[config.mk]
export PLATFORM = sky130hd
export DESIGN_NAME = scope_top
export DESIGN_NICKNAME = d
export VERILOG_FILES = /design/src/logic/acq_pkg.sv /design/src/logic/scope_top.sv /design/src/logic/sampler.sv /design/src/logic/acq_fsm.sv /design/src/logic/command_unit.sv /design/src/logic/uart_tx.sv /design/src/logic/uart_rx.sv
export SDC_FILE = /design/constraint.sdc
export NUM_CORES = 1
export LEC_CHECK = 0
export BUFFER_PORTS_ARGS = -buffer_cell sky130_fd_sc_hd__buf_4
export CORE_MARGIN = 2
export CORE_UTILIZATION = 56
export CTS_CLUSTER_DIAMETER = 30
export DETAILED_ROUTE_END_ITERATION = 8
export PLACE_DENSITY = 0.72
export SYNTH_ARGS = -nofsm -noshare
export SYNTH_HDL_FRONTEND = slang
export SYNTH_SLANG_ARGS = --single-unit
[constraint.sdc]
create_clock -name sys_clock -period 6.2 [get_ports sys_clock]
set_input_delay 0.62 -clock sys_clock [delete_from_list [all_inputs] [get_ports sys_clock]]
set_output_delay 0.62 -clock sys_clock [all_outputs]
set_load 0.01 [all_outputs]
[src/logic/acq_pkg.sv]
`default_nettype none

package acq_pkg;

    // Raw converter word and serial byte widths.
    localparam int ADC_WIDTH  = 14;
    localparam int BYTE_WIDTH = 8;

    // Command opcodes as ASCII letters.
    typedef enum logic [BYTE_WIDTH-1:0] {
        CMD_RESET  = 8'h52,
        CMD_SAMPLE = 8'h53,
        CMD_DECIM  = 8'h44
    } cmd_op_e;

    // Capture controller states that also drive the LEDs.
    typedef enum logic [1:0] {
        ST_IDLE,
        ST_CAPTURE,
        ST_SEND
    } acq_state_e;

    typedef struct packed {
        logic                 valid;
        logic [ADC_WIDTH-1:0] data;
    } adc_word_t;

    // Decoded command strobes plus the held decimation value.
    typedef struct packed {
        logic                  reset;
        logic                  sample;
        logic                  decim_set;
        logic [BYTE_WIDTH-1:0] decim;
    } cmd_t;

endpackage

`default_nettype wire
[src/logic/scope_top.sv]
`timescale 1ns/1ps
`default_nettype none

module scope_top
    import acq_pkg::*;
#(
    parameter int CLKS_PER_BIT = 868,
    parameter int DEPTH        = 16
) (
    input  wire            sys_clock,
    input  wire            i_rst_n,
    input  wire            i_rx,
    input  wire            i_sample,
    input  wire            i_gate,
    input  wire adc_word_t i_adc,
    output wire            o_tx_l,
    output wire            o_tx_h,
    output acq_state_e     o_state
);

    wire [BYTE_WIDTH-1:0] rx_data;
    wire                  rx_valid;
    cmd_t                 cmd;
    wire                  full;
    wire                  done;
    wire                  tx_start;
    wire [15:0]           tx_word;
    wire                  tx_ready_l;
    wire                  tx_ready_h;
    wire                  tx_ready;

    // Both lines must be free before the next word.
    assign tx_ready = tx_ready_l && tx_ready_h;

    uart_rx #(
        .CLKS_PER_BIT ( CLKS_PER_BIT )
    ) u_uart_rx (
        .sys_clock    ( sys_clock    ),
        .i_rst_n      ( i_rst_n      ),
        .i_rx         ( i_rx         ),
        .o_data       ( rx_data      ),
        .o_valid      ( rx_valid     )
    );

    command_unit u_command_unit (
        .sys_clock    ( sys_clock    ),
        .i_rst_n      ( i_rst_n      ),
        .i_rx_data    ( rx_data      ),
        .i_rx_valid   ( rx_valid     ),
        .o_cmd        ( cmd          )
    );

    acq_fsm u_acq_fsm (
        .sys_clock    ( sys_clock    ),
        .i_rst_n      ( i_rst_n      ),
        .i_cmd        ( cmd          ),
        .i_sample     ( i_sample     ),
        .i_full       ( full         ),
        .i_done       ( done         ),
        .o_state      ( o_state      )
    );

    sampler #(
        .DEPTH        ( DEPTH        )
    ) u_sampler (
        .sys_clock    ( sys_clock    ),
        .i_rst_n      ( i_rst_n      ),
        .i_state      ( o_state      ),
        .i_cmd        ( cmd          ),
        .i_adc        ( i_adc        ),
        .i_gate       ( i_gate       ),
        .i_tx_ready   ( tx_ready     ),
        .o_tx_start   ( tx_start     ),
        .o_tx_word    ( tx_word      ),
        .o_full       ( full         ),
        .o_done       ( done         )
    );

    // Low byte line.
    uart_tx #(
        .CLKS_PER_BIT ( CLKS_PER_BIT )
    ) u_uart_tx_l (
        .sys_clock    ( sys_clock     ),
        .i_rst_n      ( i_rst_n       ),
        .i_start      ( tx_start      ),
        .i_data       ( tx_word[7:0]  ),
        .o_tx         ( o_tx_l        ),
        .o_ready      ( tx_ready_l    )
    );

    // High bits line with the top two bits at zero.
    uart_tx #(
        .CLKS_PER_BIT ( CLKS_PER_BIT )
    ) u_uart_tx_h (
        .sys_clock    ( sys_clock     ),
        .i_rst_n      ( i_rst_n       ),
        .i_start      ( tx_start      ),
        .i_data       ( tx_word[15:8] ),
        .o_tx         ( o_tx_h        ),
        .o_ready      ( tx_ready_h    )
    );

endmodule

`default_nettype wire

[src/logic/sampler.sv]
`timescale 1ns/1ps
`default_nettype none

module sampler
    import acq_pkg::*;
#(
    parameter int DEPTH = 16
) (
    input  wire             sys_clock,
    input  wire             i_rst_n,
    input  wire acq_state_e i_state,
    input  wire cmd_t       i_cmd,
    input  wire adc_word_t  i_adc,
    input  wire             i_gate,
    input  wire             i_tx_ready,
    output logic            o_tx_start,
    output logic [15:0]     o_tx_word,
    output logic            o_full,
    output logic            o_done
);

    localparam int AW = (DEPTH > 1) ? $clog2(DEPTH) : 1;
    localparam int CW = $clog2(DEPTH + 1);

    logic [ADC_WIDTH-1:0]  mem [DEPTH];
    acq_state_e            state_q;
    logic [CW-1:0]         wr_cnt;
    logic [CW-1:0]         rd_cnt;
    logic [BYTE_WIDTH-1:0] decim_q;
    logic [BYTE_WIDTH-1:0] skip_cnt;

    logic                  entry;
    logic                  clear;
    logic [CW-1:0]         wr_base;
    logic [BYTE_WIDTH-1:0] skip_base;
    logic                  accept;
    logic                  keep;
    logic                  send_go;
    logic [ADC_WIDTH-1:0]  conv;

    // First cycle of a capture.
    assign entry = (i_state == ST_CAPTURE) && (state_q != ST_CAPTURE);
    assign clear = entry || i_cmd.reset;

    // Pointers start from zero in the cycle they are cleared.
    assign wr_base   = clear ? '0 : wr_cnt;
    assign skip_base = clear ? '0 : skip_cnt;

    assign accept = (i_state == ST_CAPTURE) && i_gate && i_adc.valid && !i_cmd.reset
                    && (wr_base != CW'(DEPTH));
    assign keep   = accept && (skip_base == '0);

    // Offset binary to two's complement.
    assign conv = {~i_adc.data[ADC_WIDTH-1], i_adc.data[ADC_WIDTH-2:0]};

    // Wait a cycle after each start so the transmitters can drop ready.
    assign send_go = (i_state == ST_SEND) && !i_cmd.reset && (rd_cnt != CW'(DEPTH))
                     && i_tx_ready && !o_tx_start;

    always_ff @(posedge sys_clock or negedge i_rst_n) begin
        if (!i_rst_n) begin
            state_q    <= ST_IDLE;
            wr_cnt     <= '0;
            rd_cnt     <= '0;
            skip_cnt   <= '0;
            decim_q    <= '0;
            o_tx_start <= 1'b0;
            o_full     <= 1'b0;
            o_done     <= 1'b0;
        end else begin
            state_q    <= i_state;
            o_tx_start <= send_go;
            o_full     <= 1'b0;
            o_done     <= 1'b0;

            if (i_cmd.decim_set) begin
                decim_q <= i_cmd.decim;
            end

            // Reloading skip counter.
            if (accept) begin
                skip_cnt <= keep ? decim_q : skip_base - 1'b1;
            end else if (clear) begin
                skip_cnt <= '0;
            end

            if (keep) begin
                wr_cnt <= wr_base + 1'b1;
                o_full <= (wr_base == CW'(DEPTH - 1));
            end else if (clear) begin
                wr_cnt <= '0;
            end

            if (clear) begin
                rd_cnt <= '0;
            end else if (send_go) begin
                rd_cnt <= rd_cnt + 1'b1;
                o_done <= (rd_cnt == CW'(DEPTH - 1));
            end
        end
    end

    // Sample buffer and outgoing word.
    always_ff @(posedge sys_clock) begin
        if (keep) begin
            mem[wr_base[AW-1:0]] <= conv;
        end
        if (send_go) begin
            o_tx_word <= {{(16 - ADC_WIDTH){1'b0}}, mem[rd_cnt[AW-1:0]]};
        end
    end

endmodule

`default_nettype wire

[src/logic/acq_fsm.sv]
`timescale 1ns/1ps
`default_nettype none

module acq_fsm
    import acq_pkg::*;
(
    input  wire        sys_clock,
    input  wire        i_rst_n,
    input  wire cmd_t  i_cmd,
    input  wire        i_sample,
    input  wire        i_full,
    input  wire        i_done,
    output acq_state_e o_state
);

    acq_state_e state_q;
    acq_state_e state_d;

    assign o_state = state_q;

    always_comb begin
        state_d = state_q;
        case (state_q)
            ST_IDLE: begin
                // Command or pin trigger.
                if (i_cmd.sample || i_sample) begin
                    state_d = ST_CAPTURE;
                end
            end
            ST_CAPTURE: begin
                if (i_full) begin
                    state_d = ST_SEND;
                end
            end
            ST_SEND: begin
                if (i_done) begin
                    state_d = ST_IDLE;
                end
            end
            default: state_d = ST_IDLE;
        endcase
        // Abort wins over everything.
        if (i_cmd.reset) begin
            state_d = ST_IDLE;
        end
    end

    always_ff @(posedge sys_clock or negedge i_rst_n) begin
        if (!i_rst_n) begin
            state_q <= ST_IDLE;
        end else begin
            state_q <= state_d;
        end
    end

endmodule

`default_nettype wire

[src/logic/command_unit.sv]
`timescale 1ns/1ps
`default_nettype none

module command_unit
    import acq_pkg::*;
(
    input  wire                  sys_clock,
    input  wire                  i_rst_n,
    input  wire [BYTE_WIDTH-1:0] i_rx_data,
    input  wire                  i_rx_valid,
    output cmd_t                 o_cmd
);

    typedef enum logic {
        CU_OPCODE,
        CU_PARAM
    } cu_state_e;

    cu_state_e state;

    always_ff @(posedge sys_clock or negedge i_rst_n) begin
        if (!i_rst_n) begin
            state <= CU_OPCODE;
            o_cmd <= '0;
        end else begin
            o_cmd.reset     <= 1'b0;
            o_cmd.sample    <= 1'b0;
            o_cmd.decim_set <= 1'b0;
            if (i_rx_valid) begin
                case (state)
                    CU_OPCODE: begin
                        case (cmd_op_e'(i_rx_data))
                            CMD_RESET:  o_cmd.reset  <= 1'b1;
                            CMD_SAMPLE: o_cmd.sample <= 1'b1;
                            CMD_DECIM:  state        <= CU_PARAM;
                            // Unknown bytes are dropped.
                            default: ;
                        endcase
                    end
                    CU_PARAM: begin
                        // Any byte here is the parameter even if it matches an opcode.
                        o_cmd.decim     <= i_rx_data;
                        o_cmd.decim_set <= 1'b1;
                        state           <= CU_OPCODE;
                    end
                    default: state <= CU_OPCODE;
                endcase
            end
        end
    end

endmodule

`default_nettype wire

[src/logic/uart_tx.sv]
`timescale 1ns/1ps
`default_nettype none

module uart_tx
    import acq_pkg::*;
#(
    parameter int CLKS_PER_BIT = 868
) (
    input  wire                  sys_clock,
    input  wire                  i_rst_n,
    input  wire                  i_start,
    input  wire [BYTE_WIDTH-1:0] i_data,
    output logic                 o_tx,
    output logic                 o_ready
);

    localparam int CNT_W = $clog2(CLKS_PER_BIT);

    typedef enum logic [1:0] {
        TX_IDLE,
        TX_START,
        TX_DATA,
        TX_STOP
    } tx_state_e;

    tx_state_e             state;
    logic [CNT_W-1:0]      cnt;
    logic [2:0]            bit_idx;
    logic [BYTE_WIDTH-1:0] data_q;
    logic                  bit_end;

    assign bit_end = (cnt == CNT_W'(CLKS_PER_BIT - 1));
    assign o_ready = (state == TX_IDLE);

    always_ff @(posedge sys_clock or negedge i_rst_n) begin
        if (!i_rst_n) begin
            state   <= TX_IDLE;
            cnt     <= '0;
            bit_idx <= '0;
            o_tx    <= 1'b1;
        end else begin
            case (state)
                TX_IDLE: begin
                    cnt <= '0;
                    if (i_start) begin
                        o_tx  <= 1'b0;
                        state <= TX_START;
                    end
                end
                TX_START: begin
                    if (bit_end) begin
                        cnt     <= '0;
                        bit_idx <= '0;
                        o_tx    <= data_q[0];
                        state   <= TX_DATA;
                    end else begin
                        cnt <= cnt + 1'b1;
                    end
                end
                TX_DATA: begin
                    if (bit_end) begin
                        cnt <= '0;
                        if (bit_idx == 3'd7) begin
                            o_tx  <= 1'b1;
                            state <= TX_STOP;
                        end else begin
                            bit_idx <= bit_idx + 1'b1;
                            o_tx    <= data_q[bit_idx + 3'd1];
                        end
                    end else begin
                        cnt <= cnt + 1'b1;
                    end
                end
                TX_STOP: begin
                    // Ready returns once the stop bit has run its full time.
                    if (bit_end) begin
                        state <= TX_IDLE;
                    end else begin
                        cnt <= cnt + 1'b1;
                    end
                end
                default: state <= TX_IDLE;
            endcase
        end
    end

    always_ff @(posedge sys_clock) begin
        if (state == TX_IDLE && i_start) begin
            data_q <= i_data;
        end
    end

endmodule

`default_nettype wire

[src/logic/uart_rx.sv]
`timescale 1ns/1ps
`default_nettype none

module uart_rx
    import acq_pkg::*;
#(
    parameter int CLKS_PER_BIT = 868
) (
    input  wire                   sys_clock,
    input  wire                   i_rst_n,
    input  wire                   i_rx,
    output logic [BYTE_WIDTH-1:0] o_data,
    output logic                  o_valid
);

    localparam int CNT_W = $clog2(CLKS_PER_BIT);
    localparam int HALF  = CLKS_PER_BIT / 2;

    typedef enum logic [1:0] {
        RX_IDLE,
        RX_START,
        RX_DATA,
        RX_STOP
    } rx_state_e;

    rx_state_e  state;
    logic [CNT_W-1:0] cnt;
    logic [2:0] bit_idx;
    logic       rx_meta;
    logic       rx_sync;
    logic       bit_end;

    assign bit_end = (cnt == CNT_W'(CLKS_PER_BIT - 1));

    always_ff @(posedge sys_clock or negedge i_rst_n) begin
        if (!i_rst_n) begin
            rx_meta <= 1'b1;
            rx_sync <= 1'b1;
            state   <= RX_IDLE;
            cnt     <= '0;
            bit_idx <= '0;
            o_valid <= 1'b0;
        end else begin
            // Two-flop synchronizer for the line.
            rx_meta <= i_rx;
            rx_sync <= rx_meta;
            o_valid <= 1'b0;
            case (state)
                RX_IDLE: begin
                    cnt <= '0;
                    if (!rx_sync) begin
                        state <= RX_START;
                    end
                end
                RX_START: begin
                    // Recheck the start bit at its middle.
                    if (cnt == CNT_W'(HALF - 1)) begin
                        cnt     <= '0;
                        bit_idx <= '0;
                        state   <= rx_sync ? RX_IDLE : RX_DATA;
                    end else begin
                        cnt <= cnt + 1'b1;
                    end
                end
                RX_DATA: begin
                    if (bit_end) begin
                        cnt     <= '0;
                        bit_idx <= bit_idx + 1'b1;
                        if (bit_idx == 3'd7) begin
                            state <= RX_STOP;
                        end
                    end else begin
                        cnt <= cnt + 1'b1;
                    end
                end
                RX_STOP: begin
                    if (bit_end) begin
                        state   <= RX_IDLE;
                        o_valid <= rx_sync;
                    end else begin
                        cnt <= cnt + 1'b1;
                    end
                end
                default: state <= RX_IDLE;
            endcase
        end
    end

    // LSB arrives first, so shift in from the top.
    always_ff @(posedge sys_clock) begin
        if (state == RX_DATA && bit_end) begin
            o_data <= {rx_sync, o_data[BYTE_WIDTH-1:1]};
        end
    end

endmodule

`default_nettype wire

==> results of run 1 <==
-- power groups by stage --
stage | Combinational [mW] | Clock, mW | Sequential, mW
4_1_cts | 0.557 | 3.73 | 2.71
3_5_place_dp | 0.546 | 0 | 2.75
6_report | 0.551 | 3.67 | 2.72
2_1_floorplan | 0.391 | 0 | 2.74
5_1_grt | 0.628 | 3.85 | 2.72
3_3_place_gp | 0.534 | 0 | 2.75
-- worst max-delay path: cells and delay by family, from the launching register on --
kind / cells / cell delay (ps)
DFF: 1 / 350
and+or+nand+nor: 6 / 2030
AOI/OAI and AO/OA: 2 / 960
adders and majority gates: 1 / 280
buffers and inverters: 1 / 290
-- stage by stage --
stage	setup WS, ps	util (%)	hold slack [ps]	area (sq um)	std cells
detailed placement	2020	59.2	350	15400	1244
global route	1580	68.3	155	17700	1367
floorplan	2420	-	324	14800	900
global placement	2070	59.2	346	15400	1244
CTS	1950	68.3	155	17700	1367
finish	1870	68.3	177	17700	1367
-- path summary, 6_finish.rpt --
path,start,to,slack [ps],cells after the start
max in group asynchronous,i_rst_n,u_sampler.rd_cnt[0],4390,3
worst min register to register,u_uart_rx.rx_meta,u_uart_rx.rx_sync,350,0
worst min-delay path,i_rx,u_uart_rx.rx_meta,180,1
worst max register to register,u_sampler.state_q[1],u_sampler.mem[11][3],1870,10
worst max-delay path,u_sampler.state_q[1],u_sampler.mem[11][3],1870,10
min in group asynchronous,i_rst_n,u_uart_tx_l.bit_idx[0],530,2
-- routing by layer --
layer / part of all wire, % / routed length, microns
met1: 42 / 12500
met2: 50 / 14800
met3: 5.4 / 1620
met4: 3.0 / 903
met5: 0 / 0
-- layout make-up --
cell class / instances / area [sq um]
well taps: 335 / 419
inverters: 24 / 90.1
clock buffers: 77 / 1810
fillers: 1661 / 8240
repair buffers: 40 / 303
multi-input cells: 491 / 4400
flip-flops and latches: 355 / 10200
clock inverters: 45 / 533
-- repair_timing --
action,4_1_cts,5_1_grt
endpoints found under the setup margin,0,0
hold buffers,1,0
hold endpoints to repair,9,0
-- synthesized netlist by cell type, types with 3 or more instances --
| master | n |
|---|---|
| sky130_fd_sc_hd__nand2_1 | 33 |
| sky130_fd_sc_hd__nor4bb_1 | 4 |
| sky130_fd_sc_hd__clkbuf_1 | 14 |
| sky130_fd_sc_hd__a21o_1 | 3 |
| sky130_fd_sc_hd__a32o_1 | 3 |
| sky130_fd_sc_hd__a22oi_1 | 4 |
| sky130_fd_sc_hd__mux2i_1 | 24 |
| sky130_fd_sc_hd__ha_1 | 35 |
| sky130_fd_sc_hd__dfstp_2 | 4 |
| sky130_fd_sc_hd__nor2b_1 | 7 |
| sky130_fd_sc_hd__edfxtp_1 | 260 |
| sky130_fd_sc_hd__o21ai_0 | 28 |
| sky130_fd_sc_hd__nor2_1 | 61 |
| sky130_fd_sc_hd__and4_1 | 4 |
| sky130_fd_sc_hd__nand4_1 | 6 |
| sky130_fd_sc_hd__a21oi_1 | 24 |
| sky130_fd_sc_hd__o21a_1 | 3 |
| sky130_fd_sc_hd__mux4_2 | 59 |
| sky130_fd_sc_hd__a211oi_1 | 16 |
| sky130_fd_sc_hd__xor2_1 | 16 |
| sky130_fd_sc_hd__inv_1 | 24 |
| sky130_fd_sc_hd__nand3b_1 | 3 |
| sky130_fd_sc_hd__nand2b_1 | 5 |
| sky130_fd_sc_hd__buf_2 | 9 |
| sky130_fd_sc_hd__nand4b_1 | 3 |
| sky130_fd_sc_hd__o41ai_1 | 5 |
| sky130_fd_sc_hd__dfrtp_1 | 91 |
| sky130_fd_sc_hd__a22o_1 | 5 |
| sky130_fd_sc_hd__mux2_2 | 16 |
| sky130_fd_sc_hd__o211ai_1 | 3 |
| sky130_fd_sc_hd__nor4_1 | 4 |
| sky130_fd_sc_hd__nand3_1 | 25 |
| sky130_fd_sc_hd__and3_1 | 12 |
| sky130_fd_sc_hd__nor3_1 | 5 |
| sky130_fd_sc_hd__buf_4 | 5 |
| sky130_fd_sc_hd__xnor2_1 | 11 |
| sky130_fd_sc_hd__and2_1 | 24 |
| sky130_fd_sc_hd__o31ai_1 | 3 |
-- logic make-up (layout without fill, tap and decap cells) --
kind of cell / after synthesis / in the layout / share of synthesized area (%)
XOR/XNOR: 27 / 27 / 1.60
adder cells (fa/ha/maj): 35 / 35 / 2.96
multiplexers: 100 / 100 / 11.9
AO/OA/AOI/OAI: 113 / 113 / 5.18
AND/OR/NAND/NOR: 216 / 216 / 7.99
flip-flops: 355 / 355 / 68.8
buffers and inverters: 54 / 186 / 1.57
-- registers in the layout (all words and copies together) (netlist names), 6 cells and up, named ones only --
register              cells
u_sampler.o_tx_word      14
u_uart_tx_l.data_q        8
u_sampler.mem           224
u_uart_rx.o_data          8
u_uart_rx.cnt            10
u_uart_tx_h.cnt          10
u_uart_tx_h.data_q        6
u_sampler.decim_q         8
u_uart_tx_l.cnt          10
u_command_unit.o_cmd     11
u_sampler.skip_cnt        8
==> results.cfg, run 1 <==
[run_status]
status = complete, no violations

[sta]
setup-violations-final = 0
timing_hold_violations_final = 0
max-slew-margin-rel_pct = 12.2
clock-skew-final_ps = 22.1
fmax_ghz = 0.231
tightest_slew_ps = 1310
finalSetupTns_ps = 0
min_period_over_period_pct = 69.9
rsz0062_at_grt = false
finalCriticalPeriod_ps = 4330
timing_max_transition_violations_final = 0

[placed_design]
portBuffers = 23
detail_placement_hpwl_microns = 17300
weighted_congestion_reported_at_the_end_of_routability_driven_placement = 0.807

[finish]
antenna_cells_inserted = 0
most_common_cell_after_layout_fill_and_taps_aside = sky130_fd_sc_hd__edfxtp_1
post_layout_net_count = 1034
synthToLayoutAreaGrowth_pct = 19.8
drive_gt1_share_pct = 23.9
most-common-layout-cells = 260 x sky130_fd_sc_hd__edfxtp_1, 88 x sky130_fd_sc_hd__dfrtp_1, 70 x sky130_fd_sc_hd__clkbuf_16

[critical_path]
critPathCaptureType = register
endpoint_arrival_time_on_the_critical_path_ps = 4490
worst_path_max_delay_cell = sky130_fd_sc_hd__nor2_1
worst_path_largest_cell_delay_ps = 1030
critical_path_required_ps = 6360
critical_path.startpoint_type = register
critPathKind = reg2reg
timing.critical_path.cells = nand2b_1 -> a31oi_2 -> buf_4 -> nand2_1 -> ha_1 -> nand4bb_1 -> nand4b_1 -> a21oi_1 -> nand3_1 -> nor2_1
critPathMaxFanout = 24

[global_routing]
globalRouteMet1Util_pct = 30.6
global_route.peak_usage_layer = met2
grt_remaining_overflow = 0
pin_count_of_the_biggest_net_entering_global_routing = 66
grt_pass1_vias = 8556
number_of_antenna_violations_at_the_first_check_in_global_routing = 0
grt.total_usage_pct = 22.5
grt_util_met3_pct = 4.52
grt_pass1_wl_microns = 47900
use_met2_pct = 36.6

[pwr]
share_comb_of_total_power_pct = 7.9
power_mw = 6.94
p_int_mw = 5.27
power_density_nw_per_um2 = 391
power.switching_fraction_pct = 24.1
netSwitchingPower_mw = 1.67
clock_power_share_pct = 52.9
seq_power_share_pct = 39.1
vdd_drop_max_v = 0.000244
static-leakage-power_nw = 6.47

[synthesis]
synth.top_cells.by_area = sky130_fd_sc_hd__edfxtp_1 53%, sky130_fd_sc_hd__dfrtp_1 15%, sky130_fd_sc_hd__mux4_2 9.0%
syn-num-nets = 955
synth_largest_area_cell = sky130_fd_sc_hd__edfxtp_1
cell_area_synth_sq_um = 14800
synth-seq-area-share_pct = 68.8
synth.avg_cell_area_sq_um = 16.5
yosysWarnings = 0
synth_cells = 900
synth-edff-count = 260
netlist.area_leader.share_pct = 52.7
synth_cell_type_count = 69
ys_seq_elements = 355
synth_async_sr_flop_share_pct = 26.8
postSynth.topFlopCell = sky130_fd_sc_hd__edfxtp_1

[clocking]
path_clk_slew_ps = 50
cts_inserted_buffers = 67
worst_skew_pair.late_latency_ps = 560
cts_repair_resize_count = 0
post_cts_buffers = 0
cts.root.buffer_cell = sky130_fd_sc_hd__clkbuf_16
numClockSinks = 355
cts.htree.levels = 3
clock_tree_from_tritoncts = built
cts.path.max_buffers = 3

[drt]
remaining_drc_errors = 0
drt-total-wl_microns = 29800
routed-via-count = 8114
post_route_antenna_net_violation_count = 0
drt-pass1-iter-count = 4
dr.first_iter.drc_count = 717
routed_wire_length_per_instance_microns = 21.8
avgViaCountPerCell = 5.94

[floorplanning]
area_enclosed_by_the_die_boundary_sq_um = 27800
core_area_sq_um = 26000
floorplan.die.height_microns = 167
chipWidth_microns = 167
effective_utilization_at_floorplan_pct = 57.0
floorplan.io_pins = 24
rows = 59

[run]
max_cap_violations = 0

[worst_hold_path]
worstHoldPathType = in2reg
Power figures use the tool's default switching activity.
==> inputs of run 2 (changes only) <==
--- a/config.mk
+++ b/config.mk
@@ -10,7 +10,7 @@
 export CORE_UTILIZATION = 56
 export CTS_CLUSTER_DIAMETER = 30
 export DETAILED_ROUTE_END_ITERATION = 8
-export PLACE_DENSITY = 0.72
+export PLACE_DENSITY = 0.75
 export SYNTH_ARGS = -nofsm -noshare
 export SYNTH_HDL_FRONTEND = slang
 export SYNTH_SLANG_ARGS = --single-unit
==> constraint.sdc (replaced) <==
create_clock -name sys_clock -period 3.55 [get_ports sys_clock]
set_input_delay 0.355 -clock sys_clock [delete_from_list [all_inputs] [get_ports sys_clock]]
set_output_delay 0.355 -clock sys_clock [all_outputs]
set_load 0.01 [all_outputs]
==> results.cfg, run 2 (synthesis results as in run 1) <==
[critical_path]
critical_path.most_common_cell = sky130_fd_sc_hd__buf_4
cpLargestDelayFamily = simple AND/OR/NAND/NOR gates
timing.critical_path.cells = nand2b_1 -> a31oi_2 -> nand2_1 -> ha_1 -> nand4bb_1 -> nand4b_1 -> a21oi_1 -> buf_4 -> nand3_1 -> nor2_1 -> buf_4
count_of_buffer_and_inverter_cells_on_the_critical_path = 2
cp-startpoint = u_sampler.state_q[1]
critical_path.startpoint_type = register
worstSetupEndpoint = u_sampler.mem[9][7]
worstRegToRegCells = 11
reg2reg_start = u_sampler.state_q[1]
crit_path_cell_count = 11
endpoint_arrival_time_on_the_critical_path_ps = 3440
critPathMaxFanout = 8
setup.reg_to_reg.worst_slack_ps = 380
worst_path_max_delay_cell = sky130_fd_sc_hd__dfrtp_1
r2r-end = u_sampler.mem[9][7]
worst_path_largest_cell_delay_ps = 350
critPathCaptureType = register
critical_path_required_ps = 3810
critPathKind = reg2reg

[clocking]
cts.root.buffer_cell = sky130_fd_sc_hd__clkbuf_16
post_cts_buffers = 0
numClockSinks = 355
cts.path.max_buffers = 3
path_clk_slew_ps = 50
cts_inserted_buffers = 66
worst_skew_pair.late_latency_ps = 560
clock_tree_from_tritoncts = built
cts.htree.levels = 3

[sta]
setup-violations-final = 0
clock-skew-final_ps = 13.8
timing_hold_violations_final = 0
fmax_ghz = 0.315
rsz0062_at_grt = false
finalSetupTns_ps = 0
min_period_over_period_pct = 89.4
tightest_slew_ps = 840
max-slew-margin-rel_pct = 44.0
finalCriticalPeriod_ps = 3170
fin_worst_hold_slack_ps = 63.8
timing_max_transition_violations_final = 0

[worst_hold_path]
worstHoldPathType = in2reg

[pwr]
power_density_nw_per_um2 = 681
static-leakage-power_nw = 6.57
vdd_drop_max_v = 0.000486

[drt]
remaining_drc_errors = 0
dr.first_iter.drc_count = 642
post_route_antenna_net_violation_count = 0
drt-pass1-iter-count = 5
routed_wire_length_per_instance_microns = 20.8
avgViaCountPerCell = 5.86
routed-via-count = 8090
drt-total-wl_microns = 28700

[floorplanning]
effective_utilization_at_floorplan_pct = 57.0
core_area_sq_um = 26000
rows = 59
floorplan.die.height_microns = 167
area_enclosed_by_the_die_boundary_sq_um = 27800
floorplan.io_pins = 24
chipWidth_microns = 167

[finish]
synthToLayoutAreaGrowth_pct = 21.0
core_utilization_of_the_finished_layout_pct = 68.9
most_common_cell_after_layout_fill_and_taps_aside = sky130_fd_sc_hd__edfxtp_1
post_layout_net_count = 1049
drive_gt1_share_pct = 25.6
max_ffs_per_register = 224
antenna_cells_inserted = 0
most-common-layout-cells = 260 x sky130_fd_sc_hd__edfxtp_1, 88 x sky130_fd_sc_hd__dfrtp_1, 68 x sky130_fd_sc_hd__clkbuf_16

[global_routing]
grt_pass1_vias = 8471
grt.total_usage_pct = 21.6
number_of_antenna_violations_at_the_first_check_in_global_routing = 0
pin_count_of_the_biggest_net_entering_global_routing = 65
grt_remaining_overflow = 0
grt_pass1_wl_microns = 46800

[run]
max_cap_violations = 0

[run_status]
status = complete, no violations

[placed_design]
portBuffers = 23
weighted_congestion_reported_at_the_end_of_routability_driven_placement = 0.812
detail_placement_hpwl_microns = 17400
## run 2: worst min path at each step
stage / from / end / slack [ps] / cells past startpoint
6_report: i_sample / u_acq_fsm.o_state[0] / 60 / 2
5_1_grt: i_sample / u_acq_fsm.o_state[0] / 60 / 2
4_1_cts: i_sample / u_acq_fsm.o_state[0] / 50 / 2
3_5_place_dp: u_uart_rx.rx_meta / u_uart_rx.rx_sync / 350 / 0
3_3_place_gp: u_uart_rx.rx_meta / u_uart_rx.rx_sync / 350 / 0
2_1_floorplan: i_rst_n / async pin / 60 / 0
## run 2: cell type report
type / count / area (sq um)
clock buffers: 76 / 1800
clock inverters: 43 / 563
fillers: 1636 / 8070
inverters: 24 / 90.1
multi-input cells: 491 / 4410
flip-flops and latches: 355 / 10200
well taps: 335 / 419
repair buffers: 56 / 438
## run 2: metrics by stage
step	power, mW	setup slack [ps]	cell area [sq um]	instances
after floorplan	5.47	34.4	14800	900
after global placement	5.74	486	15500	1259
after detailed placement	5.78	444	15500	1259
after CTS	12.3	420	17900	1380
after global routing	12.6	232	17900	1380
final	12.2	375	17900	1380
## run 2: per-layer routing
layer	track usage, %	share of wire [%]	vias up
li1	-	-	3712
met1	30.0	44	4082
met2	34.2	48	236
met3	4.35	5.1	60
met4	8.25	2.8	0
met5	0	0	-
## run 2: power by group
group,leakage [nW],switching (mW),internal (mW)
Sequential,3.59,0.147,4.60
Combinational,1.83,0.595,0.384
Clock,1.15,2.18,4.29
Total,6.57,2.92,9.27
## run 2: repair_timing
| action | 4_1_cts | 5_1_grt |
|---|---|---|
| gates resized for setup | 0 | 0 |
| endpoints found under the hold margin | 62 | 0 |
| hold buffers | 2 | 0 |
| setup endpoints to repair | 0 | 0 |
==> inputs of run 3 (changes only) <==
==> constraint.sdc (replaced) <==
create_clock -name sys_clock -period 2.9 [get_ports sys_clock]
set_input_delay 0.29 -clock sys_clock [delete_from_list [all_inputs] [get_ports sys_clock]]
set_output_delay 0.29 -clock sys_clock [all_outputs]
set_load 0.01 [all_outputs]
==> results.cfg, run 3 (synthesis results as in run 1) <==
[finish]
most_common_cell_after_layout_fill_and_taps_aside = sky130_fd_sc_hd__edfxtp_1
core_utilization_of_the_finished_layout_pct = 70.2
fill_cells = 1647
seqCellArea_sq_um = 10200
layout.cell_area.non_filler_sq_um = 18300
multi_input_comb_area_sq_um = 4570
synthToLayoutAreaGrowth_pct = 23.3
antenna_cells_inserted = 0
most-common-layout-cells = 260 x sky130_fd_sc_hd__edfxtp_1, 88 x sky130_fd_sc_hd__dfrtp_1, 70 x sky130_fd_sc_hd__clkbuf_16
max_ffs_per_register = 224
drive_gt1_share_pct = 27.9
post_layout_net_count = 1064
finish.cell_count_without_fillers = 1400

[pwr]
power_density_nw_per_um2 = 813
power_mw = 14.8
static-leakage-power_nw = 6.65
vdd_drop_max_v = 0.000702

[floorplanning]
chipWidth_microns = 167
rows = 59
area_enclosed_by_the_die_boundary_sq_um = 27800
floorplan.die.height_microns = 167
core_area_sq_um = 26000
floorplan.io_pins = 24
effective_utilization_at_floorplan_pct = 57.0

[global_routing]
grt_util_met3_pct = 4.66
number_of_antenna_violations_at_the_first_check_in_global_routing = 0
grt_pass1_vias = 8521
pin_count_of_the_biggest_net_entering_global_routing = 50
grt.total_usage_pct = 21.5
global_route.peak_usage_layer = met2
globalRouteMet1Util_pct = 30.0
grt_remaining_overflow = 0
use_met2_pct = 34.0
grt_pass1_wl_microns = 46100

[critical_path]
timing.critical_path.cells = nand2b_4 -> a31oi_4 -> nand2_2 -> ha_1 -> nand4bb_1 -> nand2_2 -> or4b_4 -> a21oi_4 -> and2_4 -> buf_12
crit_path_cell_count = 10
worst_path_max_delay_cell = sky130_fd_sc_hd__or4b_4
cpLargestDelayFamily = simple AND/OR/NAND/NOR gates
critPathCaptureType = register
endpoint_arrival_time_on_the_critical_path_ps = 3080
count_of_buffer_and_inverter_cells_on_the_critical_path = 1
critPathKind = reg2reg
worstRegToRegCells = 10
critical_path_required_ps = 3170
worst_path_largest_cell_delay_ps = 550
critical_path.startpoint_type = register
critical_path.most_common_cell = sky130_fd_sc_hd__nand2_2
critPathMaxFanout = 14

[sta]
timing_max_transition_violations_final = 0
setup-violations-final = 0
max-slew-margin-rel_pct = 54.3
timing.final.ws_setup_ps = 96.7
fin_worst_hold_slack_ps = 38.8
finalSetupTns_ps = 0
clock-skew-final_ps = 23.6
fmax_ghz = 0.357
timing_hold_violations_final = 0
tightest_slew_ps = 686
finalCriticalPeriod_ps = 2800
min_period_over_period_pct = 96.7

[drt]
dr.first_iter.drc_count = 696
routed_wire_length_per_instance_microns = 21.0
drt-pass1-iter-count = 5
drt-total-wl_microns = 29400
avgViaCountPerCell = 5.82
post_route_antenna_net_violation_count = 0
routed-via-count = 8153
remaining_drc_errors = 0

[worst_hold_path]
worstHoldPathType = in2reg
whs_path_depth = 1

[clocking]
cts.htree.levels = 3
worst_skew_pair.late_latency_ps = 570
path_clk_slew_ps = 50
cts.root.buffer_cell = sky130_fd_sc_hd__clkbuf_16
cts_inserted_buffers = 69
numClockSinks = 355
clock_tree_from_tritoncts = built
cts.path.max_buffers = 3

[placed_design]
pre_cts_slack_ps = 74.2
portBuffers = 23
placedInstanceArea_sq_um = 15800
weighted_congestion_reported_at_the_end_of_routability_driven_placement = 0.786
detail_placement_hpwl_microns = 17400
place_inst = 1262

[run]
max_cap_violations = 0

[run_status]
status = complete, no violations
[run 3: changes by cell type in the layout (fill, tap and decap cells not counted), sizes merged, moves of 2 or more]
| cell | before | now |
|---|---|---|
| buf | 54 | 62 |
| clkinv | 21 | 28 |
| clkbuf | 76 | 80 |
| and2 | 24 | 27 |
| bufinv | 8 | 6 |
| clkinvlp | 5 | 3 |
[run 3: cell type report]
class | count | area share (%)
clock buffers | 80 | 9.97
inverters | 24 | 0.494
clock inverters | 47 | 2.71
well taps | 335 | 2.30
repair buffers | 65 | 3.61
multi-input cells | 494 | 25.1
flip-flops and latches | 355 | 55.9
[run 3: worst paths after layout]
check,startpoint,endpoint,slack (ps)
worst max-delay path,u_sampler.state_q[1],u_sampler.mem[0][7],100
worst min-delay path,i_adc[5],u_sampler.mem[5][5],40
worst max register to register,u_sampler.state_q[1],u_sampler.mem[0][7],100
worst min register to register,u_uart_rx.rx_meta,u_uart_rx.rx_sync,360
max in group asynchronous,i_rst_n,u_uart_rx.rx_meta,1840
min in group asynchronous,i_rst_n,u_uart_tx_l.bit_idx[2],300
[run 3: timing repair]
item / CTS / global route
hold buffers: 3 / 0
gates cloned: 0 / 3
endpoints found under the hold margin: 46 / 0
endpoints found under the setup margin: 13 / 210
pin swaps: 1 / 10
gates resized for setup: 0 / 9
setup buffers: 1 / 4
[run 3: report_power, final]
part / switching, mW / total [mW] / internal (mW)
clock: 2.66 / 7.75 / 5.09
sequential: 0.181 / 5.81 / 5.63
combinational: 0.773 / 1.29 / 0.515
[run 3: routing by layer]
| layer | vias to the layer above | part of all wire, % |
|---|---|---|
| met5 | - | 0 |
| met4 | 0 | 2.7 |
| met3 | 58 | 4.7 |
| met2 | 222 | 49 |
| met1 | 4127 | 44 |
| li1 | 3746 | - |
